--- src/verilog/lvda_pkg.sv ---
package lvda_pkg;

    // processor data word, as seen on pio_rdata and on every source word.
    localparam int PIO_WORD_WIDTH = 26;

    // address map of the processor input/output port.
    localparam logic [8:0] ADDR_DIN_READ  = 9'h041;
    localparam logic [8:0] ADDR_INT_READ  = 9'h042;
    localparam logic [8:0] ADDR_INT_RESET = 9'h043;
    localparam logic [8:0] ADDR_DIN_REARM = 9'h044;

    // operation carried to a data source along with its strobe.
    typedef enum logic {
        OP_READ  = 1'b0,
        OP_RESET = 1'b1
    } pio_op_e;

    // handshake states of the PIO controller.
    typedef enum logic [1:0] {
        ST_IDLE      = 2'd0,
        ST_STROBE    = 2'd1,
        ST_RESPOND   = 2'd2,
        ST_WAIT_DROP = 2'd3
    } pio_state_e;

endpackage

--- src/verilog/pio_src_if.sv ---
`timescale 1ns/1ps
`default_nettype none

interface pio_src_if #(
    parameter int WORD_WIDTH = 26
);

    logic                  strobe;
    lvda_pkg::pio_op_e     op;
    logic [WORD_WIDTH-1:0] word;
    logic                  flag;

    modport ctrl (output strobe, output op, input word, input flag);

    modport src (input strobe, input op, output word, output flag);

endinterface

`default_nettype wire

--- src/verilog/input_filter.sv ---
`timescale 1ns/1ps
`default_nettype none

module input_filter #(
    parameter int WIDTH         = 1,
    parameter int FILTER_CYCLES = 3
) (
    input  logic             sim_clk,
    input  logic             rst_n,
    input  logic [WIDTH-1:0] raw,
    output logic [WIDTH-1:0] clean
);

    localparam int CNT_W = $clog2(FILTER_CYCLES + 1);
    localparam logic [CNT_W-1:0] CNT_LAST = CNT_W'(FILTER_CYCLES - 1);

    logic [WIDTH-1:0] sync1;
    logic [WIDTH-1:0] sync2;

    // the lines are asynchronous to sim_clk, so bring them in through two flops.
    always_ff @(posedge sim_clk or negedge rst_n) begin
        if (!rst_n) begin
            sync1 <= '0;
            sync2 <= '0;
        end else begin
            sync1 <= raw;
            sync2 <= sync1;
        end
    end

    for (genvar i = 0; i < WIDTH; i++) begin : g_line
        logic [CNT_W-1:0] cnt;
        logic             level;

        // count samples that disagree with the output; any agreeing sample
        // restarts the count, so a short transient never gets through.
        always_ff @(posedge sim_clk or negedge rst_n) begin
            if (!rst_n) begin
                cnt   <= '0;
                level <= 1'b0;
            end else if (sync2[i] == level) begin
                cnt <= '0;
            end else if (cnt == CNT_LAST) begin
                cnt   <= '0;
                level <= sync2[i];
            end else begin
                cnt <= cnt + 1'b1;
            end
        end

        assign clean[i] = level;
    end

endmodule

`default_nettype wire

--- src/verilog/discrete_sampler.sv ---
`timescale 1ns/1ps
`default_nettype none

module discrete_sampler #(
    parameter int DIN_WIDTH = 24
) (
    input  logic                 sim_clk,
    input  logic                 rst_n,
    input  logic [DIN_WIDTH-1:0] din_clean,
    pio_src_if.src               bus
);

    logic [DIN_WIDTH-1:0] word_q;
    logic [DIN_WIDTH-1:0] ref_q;
    logic                 flag_q;

    always_ff @(posedge sim_clk) begin
        if (bus.strobe && bus.op == lvda_pkg::OP_READ) begin
            word_q <= din_clean;
        end
    end

    // both a read and a re-arm take the current discretes as the new reference.
    // the change flag is registered and follows one cycle behind.
    always_ff @(posedge sim_clk or negedge rst_n) begin
        if (!rst_n) begin
            ref_q  <= '0;
            flag_q <= 1'b0;
        end else begin
            if (bus.strobe) begin
                ref_q <= din_clean;
            end
            flag_q <= (din_clean != ref_q);
        end
    end

    assign bus.word = lvda_pkg::PIO_WORD_WIDTH'(word_q);
    assign bus.flag = flag_q;

endmodule

`default_nettype wire

--- src/verilog/interrupt_latch.sv ---
`timescale 1ns/1ps
`default_nettype none

module interrupt_latch #(
    parameter int INTR_COUNT = 7
) (
    input  logic                  sim_clk,
    input  logic                  rst_n,
    input  logic [INTR_COUNT-1:0] intr_clean,
    pio_src_if.src                bus
);

    logic [INTR_COUNT-1:0] prev_q;
    logic [INTR_COUNT-1:0] latched_q;
    logic [INTR_COUNT-1:0] word_q;
    logic [INTR_COUNT-1:0] rise;

    assign rise = intr_clean & ~prev_q;

    // a reset clears every latched bit, but an edge arriving in the
    // same cycle is kept so that no interrupt is lost.
    always_ff @(posedge sim_clk or negedge rst_n) begin
        if (!rst_n) begin
            prev_q    <= '0;
            latched_q <= '0;
        end else begin
            prev_q <= intr_clean;
            if (bus.strobe && bus.op == lvda_pkg::OP_RESET) begin
                latched_q <= rise;
            end else begin
                latched_q <= latched_q | rise;
            end
        end
    end

    always_ff @(posedge sim_clk) begin
        if (bus.strobe && bus.op == lvda_pkg::OP_READ) begin
            word_q <= latched_q;
        end
    end

    assign bus.word = lvda_pkg::PIO_WORD_WIDTH'(word_q);
    assign bus.flag = |latched_q;

endmodule

`default_nettype wire

--- src/verilog/pio_controller.sv ---
`timescale 1ns/1ps
`default_nettype none

module pio_controller #(
    parameter int ADDR_WIDTH = 9
) (
    input  logic                                sim_clk,
    input  logic                                rst_n,
    input  logic                                pio_req,
    input  logic [ADDR_WIDTH-1:0]               pio_addr,
    input  logic                                pio_wr,
    output logic                                pio_ack,
    output logic [lvda_pkg::PIO_WORD_WIDTH-1:0] pio_rdata,
    pio_src_if.ctrl                             din_bus,
    pio_src_if.ctrl                             int_bus
);

    lvda_pkg::pio_state_e state;
    lvda_pkg::pio_op_e    op_q;
    logic                 req_q;
    logic                 sel_din;
    logic                 sel_int;
    logic                 hit_din;
    logic                 hit_int;
    logic                 reset_addr;

    // address decode. A reset address without wr is treated as a plain read.
    assign hit_din = (pio_addr == ADDR_WIDTH'(lvda_pkg::ADDR_DIN_READ)) ||
                     (pio_addr == ADDR_WIDTH'(lvda_pkg::ADDR_DIN_REARM));
    assign hit_int = (pio_addr == ADDR_WIDTH'(lvda_pkg::ADDR_INT_READ)) ||
                     (pio_addr == ADDR_WIDTH'(lvda_pkg::ADDR_INT_RESET));
    assign reset_addr = (pio_addr == ADDR_WIDTH'(lvda_pkg::ADDR_DIN_REARM)) ||
                        (pio_addr == ADDR_WIDTH'(lvda_pkg::ADDR_INT_RESET));

    // sample the request once, so every decision below sees the same value.
    always_ff @(posedge sim_clk or negedge rst_n) begin
        if (!rst_n) begin
            req_q <= 1'b0;
        end else begin
            req_q <= pio_req;
        end
    end

    always_ff @(posedge sim_clk or negedge rst_n) begin
        if (!rst_n) begin
            state     <= lvda_pkg::ST_IDLE;
            op_q      <= lvda_pkg::OP_READ;
            sel_din   <= 1'b0;
            sel_int   <= 1'b0;
            pio_ack   <= 1'b0;
            pio_rdata <= '0;
        end else begin
            case (state)
                lvda_pkg::ST_IDLE: begin
                    if (req_q) begin
                        sel_din <= hit_din;
                        sel_int <= hit_int;
                        op_q    <= (pio_wr && reset_addr) ? lvda_pkg::OP_RESET
                                                          : lvda_pkg::OP_READ;
                        state   <= lvda_pkg::ST_STROBE;
                    end
                end
                lvda_pkg::ST_STROBE: begin
                    state <= lvda_pkg::ST_RESPOND;
                end
                lvda_pkg::ST_RESPOND: begin
                    // the source has acted on its strobe by now, so its word is settled.
                    if (op_q == lvda_pkg::OP_READ && sel_din) begin
                        pio_rdata <= din_bus.word;
                    end else if (op_q == lvda_pkg::OP_READ && sel_int) begin
                        pio_rdata <= int_bus.word;
                    end else begin
                        pio_rdata <= '0;
                    end
                    pio_ack <= 1'b1;
                    state   <= lvda_pkg::ST_WAIT_DROP;
                end
                lvda_pkg::ST_WAIT_DROP: begin
                    if (!req_q) begin
                        pio_ack <= 1'b0;
                        state   <= lvda_pkg::ST_IDLE;
                    end
                end
                default: begin
                    state <= lvda_pkg::ST_IDLE;
                end
            endcase
        end
    end

    // strobes last exactly one cycle and only reach the addressed source.
    assign din_bus.strobe = (state == lvda_pkg::ST_STROBE) && sel_din;
    assign int_bus.strobe = (state == lvda_pkg::ST_STROBE) && sel_int;
    assign din_bus.op     = op_q;
    assign int_bus.op     = op_q;

endmodule

`default_nettype wire

--- src/verilog/lvda_top.sv ---
`timescale 1ns/1ps
`default_nettype none

module lvda_top #(
    parameter int DIN_WIDTH     = 24,
    parameter int INTR_COUNT    = 7,
    parameter int ADDR_WIDTH    = 9,
    parameter int FILTER_CYCLES = 3
) (
    input  logic                                sim_clk,
    input  logic                                rst_n,
    input  logic [DIN_WIDTH-1:0]                din,
    input  logic [INTR_COUNT-1:0]               intr,
    input  logic                                pio_req,
    input  logic [ADDR_WIDTH-1:0]               pio_addr,
    input  logic                                pio_wr,
    output logic                                pio_ack,
    output logic [lvda_pkg::PIO_WORD_WIDTH-1:0] pio_rdata,
    output logic                                intc,
    output logic                                dinf
);

    logic [DIN_WIDTH-1:0]  din_clean;
    logic [INTR_COUNT-1:0] intr_clean;

    pio_src_if #(.WORD_WIDTH(lvda_pkg::PIO_WORD_WIDTH)) din_bus ();
    pio_src_if #(.WORD_WIDTH(lvda_pkg::PIO_WORD_WIDTH)) int_bus ();

    input_filter #(
        .WIDTH         (DIN_WIDTH),
        .FILTER_CYCLES (FILTER_CYCLES)
    ) din_filt_i (
        .sim_clk (sim_clk),
        .rst_n   (rst_n),
        .raw     (din),
        .clean   (din_clean)
    );

    input_filter #(
        .WIDTH         (INTR_COUNT),
        .FILTER_CYCLES (FILTER_CYCLES)
    ) int_filt_i (
        .sim_clk (sim_clk),
        .rst_n   (rst_n),
        .raw     (intr),
        .clean   (intr_clean)
    );

    discrete_sampler #(
        .DIN_WIDTH (DIN_WIDTH)
    ) discrete_sampler_i (
        .sim_clk   (sim_clk),
        .rst_n     (rst_n),
        .din_clean (din_clean),
        .bus       (din_bus)
    );

    interrupt_latch #(
        .INTR_COUNT (INTR_COUNT)
    ) interrupt_latch_i (
        .sim_clk    (sim_clk),
        .rst_n      (rst_n),
        .intr_clean (intr_clean),
        .bus        (int_bus)
    );

    pio_controller #(
        .ADDR_WIDTH (ADDR_WIDTH)
    ) pio_controller_i (
        .sim_clk   (sim_clk),
        .rst_n     (rst_n),
        .pio_req   (pio_req),
        .pio_addr  (pio_addr),
        .pio_wr    (pio_wr),
        .pio_ack   (pio_ack),
        .pio_rdata (pio_rdata),
        .din_bus   (din_bus),
        .int_bus   (int_bus)
    );

    // the source flags leave the adapter as the change and interrupt lines.
    assign dinf = din_bus.flag;
    assign intc = int_bus.flag;

endmodule

`default_nettype wire

--- config.mk ---
export PLATFORM = sky130hd
export DESIGN_NAME = lvda_top
export DESIGN_NICKNAME = d
export VERILOG_FILES = /design/src/verilog/lvda_pkg.sv /design/src/verilog/pio_src_if.sv /design/src/verilog/input_filter.sv /design/src/verilog/discrete_sampler.sv /design/src/verilog/interrupt_latch.sv /design/src/verilog/pio_controller.sv /design/src/verilog/lvda_top.sv
export SDC_FILE = /design/constraint.sdc
export NUM_CORES = 1
export LEC_CHECK = 0
export CORE_MARGIN = 5
export CORE_UTILIZATION = 50
export CTS_CLUSTER_SIZE = 10
export DETAILED_ROUTE_END_ITERATION = 8
export DONT_BUFFER_PORTS = 1
export PLACE_DENSITY = 0.66
export SLEW_MARGIN = 20
export SYNTH_ARGS = -nofsm -noshare
export SYNTH_HDL_FRONTEND = slang
export SYNTH_SLANG_ARGS = --single-unit
--- constraint.sdc ---
create_clock -name sim_clk -period 2.8 [get_ports sim_clk]
set_input_delay 0.56 -clock sim_clk [delete_from_list [all_inputs] [get_ports sim_clk]]
set_output_delay 0.56 -clock sim_clk [all_outputs]
set_load 0.02 [all_outputs]
After elaboration in Yosys (flattened, before gate mapping). Index checks and enable logic that the tools add are counted.

Register bits after elaboration: 258. Word-level logic and storage cells: 336.

Equal/unequal tests: 72. Bitwise logic cells: 35. Reduce and logical (&&, ||, !) cells: 48. Muxes and demuxes: 71. Add/subtract/negate cells: 31.

Operators by type and width (number): $mux 2 (64); $reduce_and 2->1 (34); $eq 2x2->1 const B (33); $add 2x1->2 const B (31); $eq 9x7->1 const B (4); $not 1->1 (32); $eq 1x1->1 (31); $mux 26 (1); $ne 24x24->1 (1); $mux 7 (2); $logic_and 1x1->1 (8); $pmux 2 s4 (1); $and 7x7->7 (1); $not 7->7 (1); $or 7x7->7 (1); $reduce_or 7->1 (1); $logic_or 1x1->1 (3); $eq 2x1->1 const B (1); $logic_not 2->1 (1); $mux 1 (2); $ne 2x1->1 const B (1); $ne 2x2->1 const B (1); $pmux 1 s2 (1); $reduce_bool 2->1 (1).

Logic depth before layout (Yosys ltp). Gate-level depths: netlist of the first run.

Word-level depth: 4. Gate-level depth with buffers: 5.

Modules after synthesis. From an unflattened synthesis of the first run, not the netlist that was laid out.

Cell total of the unflattened synthesis: 670. Area total of the unflattened synthesis: 10073.4 µm².

By module, submodules not included: input_filter at din_filt_i (area an instance 4384.2 µm², cells each 264, instances 1); discrete_sampler (area an instance 1928.1 µm², cells each 112, instances 1); pio_controller (area an instance 1659.1 µm², cells each 157, instances 1); input_filter at int_filt_i (area an instance 1278.7 µm², cells each 77, instances 1); interrupt_latch (area an instance 823.3 µm², cells each 60, instances 1).

Worst setup path before layout of the first run. OpenSTA, ideal clock, no wires.

Path kind: reg-to-reg. From: register pio_controller_i.sel_din. To: register discrete_sampler_i.word_q[0], enable pin. Setup time: 0.383 ns. Data required time: 2.417 ns. Data arrival time: 1.434 ns. Stages on the path, launching flop included: 5. Period minus slack after synthesis: 1.817 ns. Slack: 0.983 ns. Cells stage by stage: dfrtp_1 nor2b_2 buf_6 buf_8 and2_1.

Cells in the longest elaborated chain, start to end: 2.

RTL lines: start, declared (line pio_controller.sv:21) `logic sel_din;`; start signal, assigned (line pio_controller.sv:56) `sel_din <= hit_din;`; $logic_and 1x1->1 (line pio_controller.sv:92) `assign din_bus.strobe = (state == lvda_pkg::ST_STROBE) && sel_din;`; $logic_and 1x1->1 (line discrete_sampler.sv:18) `if (bus.strobe && bus.op == lvda_pkg::OP_READ) begin`; end signal, assigned (line discrete_sampler.sv:19) `word_q <= din_clean;`; end, declared (line discrete_sampler.sv:13) `logic [DIN_WIDTH-1:0] word_q;`.

No other way between the ends. A chain may end at the register's enable or synchronous reset.

Worst setup path after layout of the first run.
From: register interrupt_latch_i.latched_q[2]. To: output port intc.

Cells in the longest elaborated chain, start to end: 1.

RTL lines: start, declared (line interrupt_latch.sv:14) `logic [INTR_COUNT-1:0] latched_q;`; start signal, assigned (line interrupt_latch.sv:29) `latched_q <= rise;`; start signal, assigned (line interrupt_latch.sv:31) `latched_q <= latched_q | rise;`; $reduce_or 7->1 (line interrupt_latch.sv:43) `assign bus.flag = |latched_q;`; end, declared (line lvda_top.sv:19) `output logic intc,`.

No other way between the ends.

==> flow_summary_export.csv, run 1 <==
group,metric,value,unit
synthesis,synth-compound-area-share,0.0399,
synthesis,syn_area_per_cell,14.6,µm²
drt,drc_errors,0,
global_route,grt_usage,0.146,
synthesis,synth_largest_area_cell,"dfrtp_1",
synthesis,mappedNetlistArea,9060,µm²
synthesis,synth_top_family_by_area,"simple AND/OR/NAND/NOR gates",
global_route,grt_pass1_wl,24600,µm
sta,setup_ws,0.840,ns
finish,layout.nets,691,
critical_path,crit_type,"flop to output pin",
sta,max_freq,510,MHz
sta,relSlewSlack,0.459,
drt,drt-total-wl,14600,µm
clock_tree,numCtsBuffers,30,
power,leakage,4.34,nW
finish,areaGrowthSynthToFinish,12.0,%
synthesis,ys_async_sr_fraction,0.879,
critical_path,worst-path-max-fanout,3,
placed_design,place_congestion,0.782,
floorplanning,dieArea,20900,µm²
clock_tree,h-tree-depth,1,
global_route,grt_max_degree,226,
clock_tree,cts_root_buffer,"clkbuf_16",
drt,highest_layer,"met4",
critical_path,startpoint_type,"flop",
run_status,violations,"hold timing",
sta,fin_setup_tns,0,ns
clock_tree,clk_latency,0.53,ns
drt,drtPass1Iterations,4,
clock_tree,clock_sinks,256,
sta,setup-violations-final,0,
critical_path,worstSetupEndpointType,"output pin",
synthesis,yosys.area_share.simple,0.0915,
placed_design,place_area,9300,µm²
finish,drive_gt1_frac,0.146,
clock_tree,cts_tree,"yes",
clock_tree,clockBufferDepth,3,
synthesis,synth.area.mux_share,0.0607,
synthesis,synth_fa_ha_area_frac,0.00690,
synthesis,yosysWarnings,0,
critical_path,reg2reg_depth,4,
sta,tightest_slew,0.812,ns
floorplanning,ioPinCount,73,
floorplanning,num_rows,49,
global_route,first_global_vias,4991,
sta,fin_crit,1.96,ns
drt,routedLengthMet1,5850,µm
global_route,grt_overflow,0,
synthesis,synth-seq-cells,256,
finish,finalCoreUtilization,0.567,
sta,rsz0062_at_grt,"no",
drt,num_vias,4609,
synthesis,synthTopCellsByArea,"dfrtp_1, edfxtp_1, mux2_2, xnor2_1, nor3_1",
critical_path,cp.required,2.24,ns
synthesis,synth_commonest_cells,"dfrtp_1, mux2_2, xnor2_1, nor3_1, inv_1",
synthesis,synth_flop_cell,"dfrtp_1",
critical_path,crit_arrival,1.40,ns
clock_tree,cts_setup_buffers,0,
sta,maxSlewViolCount,0,
sta,finalHoldWorstSlack,-0.268,ns
synthesis,ys_seq_area_frac,0.724,
sta,hold_violations,225,
floorplanning,die_y,145,µm
placed_design,portBuffers,0,
clock_tree,cts_resized,0,
flow_run,drv_cap,0,
finish,n_antenna_cell,0,
synthesis,synth_cell_types,35,
floorplanning,die_w,145,µm
floorplanning,core_area,17900,µm²
placed_design,dp_hpwl,9360,µm
drt,wl_per_cell,16.5,µm
floorplanning,start_util,0.506,
power,vdd_drop_max,0.000664,V
sta,finalClockSkew,0.0103,ns
sta,finalCritPeriodShare,0.700,
drt,wl_met2,7260,µm
run_status,outcome,"complete, but fails checks",
drt,vias_per_cell,5.21,
synthesis,synth_edf_count,31,
clock_tree,clk_pin_slew,0.05,ns
drt,wl_met3,957,µm
drt,initialDrtViolationCount,236,
synthesis,netlist_instances,619,
finish,nFillCells,1432,
synthesis,netlist.area_leader.share,0.621,
placed_design,post-place-ws,1.10,ns
synthesis,synth-xor-area-share,0.0541,
finish,fin_area,10200,µm²
synthesis,yosysMostFrequentCell,"dfrtp_1",
global_route,antenna_found_initial,0,
min_path,min_path_type,"input pin to async pin",
drt,final_antenna_net_count,0,
power,powerDensity,1050,nW/µm²
## metal layers
| metal | vias to the layer above | global-route usage |
|---|---|---|
| li1 | 2164 | - |
| met1 | 2304 | 0.181 |
| met2 | 101 | 0.244 |
| met3 | 40 | 0.0433 |
| met4 | 0 | 0.0540 |
| met5 | - | 0 |
## power breakdown
group          total, mW  switching [mW]  internal (mW)
sequential          5.56           0.889           4.67
clock               3.38            1.34           2.05
combinational       1.69           0.742          0.947
total               10.6            2.97           7.67
## critical path, stage by stage, from the launching register on
cell,delay [ns]
dfrtp_1,0.39
nor4_1,0.26
nand2_1,0.22
## registers in the layout, indices dropped and copies added, names as in the netlist, 2 cells and up
register                     flops
din_filt_i.g_line.cnt           48
din_filt_i.g_line.level         24
din_filt_i.sync1                24
din_filt_i.sync2                24
discrete_sampler_i.ref_q        24
discrete_sampler_i.word_q       24
int_filt_i.g_line.cnt           14
int_filt_i.g_line.level          7
int_filt_i.sync1                 7
int_filt_i.sync2                 7
interrupt_latch_i.latched_q      7
interrupt_latch_i.prev_q         7
interrupt_latch_i.word_q         7
pio_controller_i.pio_rdata      24
pio_controller_i.state           2
## final timing paths
check                                               end                            from  slack, ns
max in group asynchronous           int_filt_i.sync1[5]                           rst_n       2.57
hold / removal              din_filt_i.g_line[7].cnt[0]                           rst_n      -0.27
setup reg to reg           discrete_sampler_i.word_q[7]        pio_controller_i.sel_din       1.10
setup / recovery                                   intc  interrupt_latch_i.latched_q[2]       0.84
hold reg to reg                     int_filt_i.sync2[5]             int_filt_i.sync1[5]       0.34
min in group sim_clk                din_filt_i.sync1[6]                          din[6]       0.06
## cells in the final DEF (no fill, tap or decap)
cell	instances
clkbuf_8	2
mux2i_1	1
inv_1	34
a21oi_1	14
xnor2_1	48
nor2b_1	24
nor2b_2	1
dfrtp_1	225
nor2_1	9
and2_1	1
nand2_1	15
xor2_1	8
o21ai_0	29
nor3b_4	1
clkbuf_1	12
a31o_2	7
a22oi_1	7
ha_2	1
buf_4	2
conb_1	2
mux2_2	48
nor3b_1	26
nand3_1	19
nor4_1	5
nand4_1	4
edfxtp_1	31
clkinv_4	1
o41ai_2	1
nand2_2	1
o41ai_1	1
ha_1	4
o31ai_1	1
nor3_1	39
clkbuf_16	31
nand3b_1	1
## stage by stage
step	total power, mW	instances
6_report	10.6	885
4_1_cts	10.8	885
3_3_place_gp	7.14	839
5_1_grt	11.3	885
2_1_floorplan	6.82	620
3_5_place_dp	7.35	839
## area by class of cell
type	instances	area, µm²	share of cell area
Clock buffer	45	848	0.0836
Inverter	34	128	0.0126
Multi-Input combinational cell	318	2300	0.227
Timing Repair Buffer	2	15.0	0.00148
Tap cell	229	287	0.0282
Sequential cell	256	6560	0.646
Clock inverter	1	8.76	0.000863
## logic make-up after synthesis
family | Yosys count
compound gates | 60
xor+xnor | 56
fa+ha+maj | 5
buf+inv | 46
flops | 256
mux | 49
other cells | 1
simple gates | 146
Power figures use the tool's default switching activity.
==> inputs of run 2 (changes only) <==
==> constraint.sdc (replaced) <==
create_clock -name sim_clk -period 2.1 [get_ports sim_clk]
set_input_delay 0.42 -clock sim_clk [delete_from_list [all_inputs] [get_ports sim_clk]]
set_output_delay 0.42 -clock sim_clk [all_outputs]
set_load 0.02 [all_outputs]
==> flow_summary_export.csv, run 2 (same netlist as run 1, synthesis figures left out) <==
group,metric,value,unit
run_status,outcome,"complete, but fails checks",
run_status,violations,"hold timing",
finish,layout.nets,724,
flow_run,drv_cap,0,
sta,finalClockSkew,0.00838,ns
finish,finalCoreUtilization,0.583,
drt,drc_errors,0,
floorplanning,dieArea,20900,µm²
finish,drive_gt1_frac,0.136,
drt,vias_per_cell,5.12,
critical_path,crit_path_cell_trace,"nor4_1 > nand2_1",
critical_path,crit_arrival,1.39,ns
global_route,first_global_vias,5048,
clock_tree,cts_hold_buf,33,
global_route,grt_pass1_wl,24600,µm
clock_tree,clockBufferDepth,3,
drt,final_antenna_net_count,0,
floorplanning,start_util,0.506,
power,power.total,14.0,mW
sta,fin_crit,1.81,ns
global_route,antenna_found_initial,0,
critical_path,cp.required,1.68,ns
placed_design,dp_hpwl,9650,µm
placed_design,portBuffers,0,
finish,n_antenna_cell,0,
critical_path,startpoint_type,"flop",
placed_design,post-place-ws,0.394,ns
critical_path,crit_buf_inv,0,
clock_tree,clk_pin_slew,0.05,ns
sta,max_freq,554,MHz
floorplanning,ioPinCount,73,
global_route,grt_usage,0.146,
clock_tree,h-tree-depth,1,
power,leakage,4.45,nW
sta,tightest_slew,0.567,ns
sta,finalCritPeriodShare,0.860,
floorplanning,num_rows,49,
sta,maxSlewViolCount,0,
global_route,grt_max_degree,226,
drt,num_vias,4686,
clock_tree,cts_resized,0,
finish,fin_area,10400,µm²
finish,largest-register,"din_filt_i.g_line.cnt",
finish,mostFrequentLayoutCell,"dfrtp_1",
sta,finalHoldWorstSlack,-0.397,ns
clock_tree,cts_setup_buffers,0,
placed_design,place_area,9320,µm²
clock_tree,numCtsBuffers,29,
drt,wl_per_cell,16.1,µm
critical_path,cp_slowest_cell,"dfrtp_1",
floorplanning,die_w,145,µm
placed_design,place_congestion,0.750,
clock_tree,clock_sinks,256,
critical_path,worstSetupEndpointType,"output pin",
sta,relSlewSlack,0.621,
sta,hold_violations,225,
drt,drt-total-wl,14800,µm
critical_path,max_stage_delay,0.40,ns
floorplanning,core_area,17900,µm²
sta,fin_setup_tns,0,ns
sta,setup-violations-final,0,
clock_tree,clk_latency,0.52,ns
critical_path,crit_type,"flop to output pin",
drt,drtPass1Iterations,4,
floorplanning,die_y,145,µm
min_path,min_path_type,"input pin to async pin",
finish,areaGrowthSynthToFinish,15.1,%
sta,rsz0062_at_grt,"no",
finish,final_cell_mix,"dfrtp_1, xnor2_1, mux2_2, nor3_1, inv_1",
clock_tree,cts_root_buffer,"clkbuf_16",
finish,largest_reg_flops,48,
sta,setup_ws,0.294,ns
power,powerDensity,1350,nW/µm²
critical_path,worst-path-max-fanout,3,
critical_path,cpLargestDelayFamily,"simple AND/OR/NAND/NOR gates",
drt,initialDrtViolationCount,239,
global_route,grt_overflow,0,
clock_tree,cts_tree,"yes",
power,vdd_drop_max,0.000847,V
[run 2: metrics by stage]
| step | hold slack, ns | cells |
|---|---|---|
| global route | -0.420 | 915 |
| global placement | 0.132 | 840 |
| finish | -0.397 | 915 |
| detailed placement | 0.134 | 840 |
| CTS | -0.425 | 915 |
| floorplan | 0.124 | 620 |
[run 2: worst paths after layout]
kind | startpoint | end | slack (ns) | cells after the start
min in group sim_clk | pio_addr[2] | pio_controller_i.sel_int | 0.02 | 1
worst max register to register | pio_controller_i.state[1] | discrete_sampler_i.ref_q[18] | 0.40 | 4
max in group asynchronous | rst_n | int_filt_i.g_line[6].cnt[1] | 2.20 | 0
worst min register to register | din_filt_i.sync1[11] | din_filt_i.sync2[11] | 0.34 | 0
worst max-delay path | interrupt_latch_i.latched_q[1] | intc | 0.29 | 2
worst min-delay path | rst_n | din_filt_i.sync2[10] | -0.40 | 0
[run 2: layout make-up]
cell class	count	area (µm²)
clock buffers	42	785
repair buffers	36	365
well taps	229	287
multi-input cells	318	2300
flip-flops and latches	256	6560
inverters	34	128
fillers	1405	7470
[run 2: report_power, final]
part           internal (mW)  leakage [nW]  switching, mW
Combinational           1.34          1.00           1.02
Clock                   2.53         0.379           1.73
Sequential              6.23          3.07           1.20
Total                   10.1          4.45           3.95
[run 2: per-layer routing]
layer  share of wire  global-route usage  wire (µm)  vias up
met5               0                   0          0        -
met4           0.025              0.0407        367        0
met3           0.067              0.0450        992       32
met2            0.50               0.247       7380       91
met1            0.41               0.185       6020     2343
li1                -                   -          -     2220
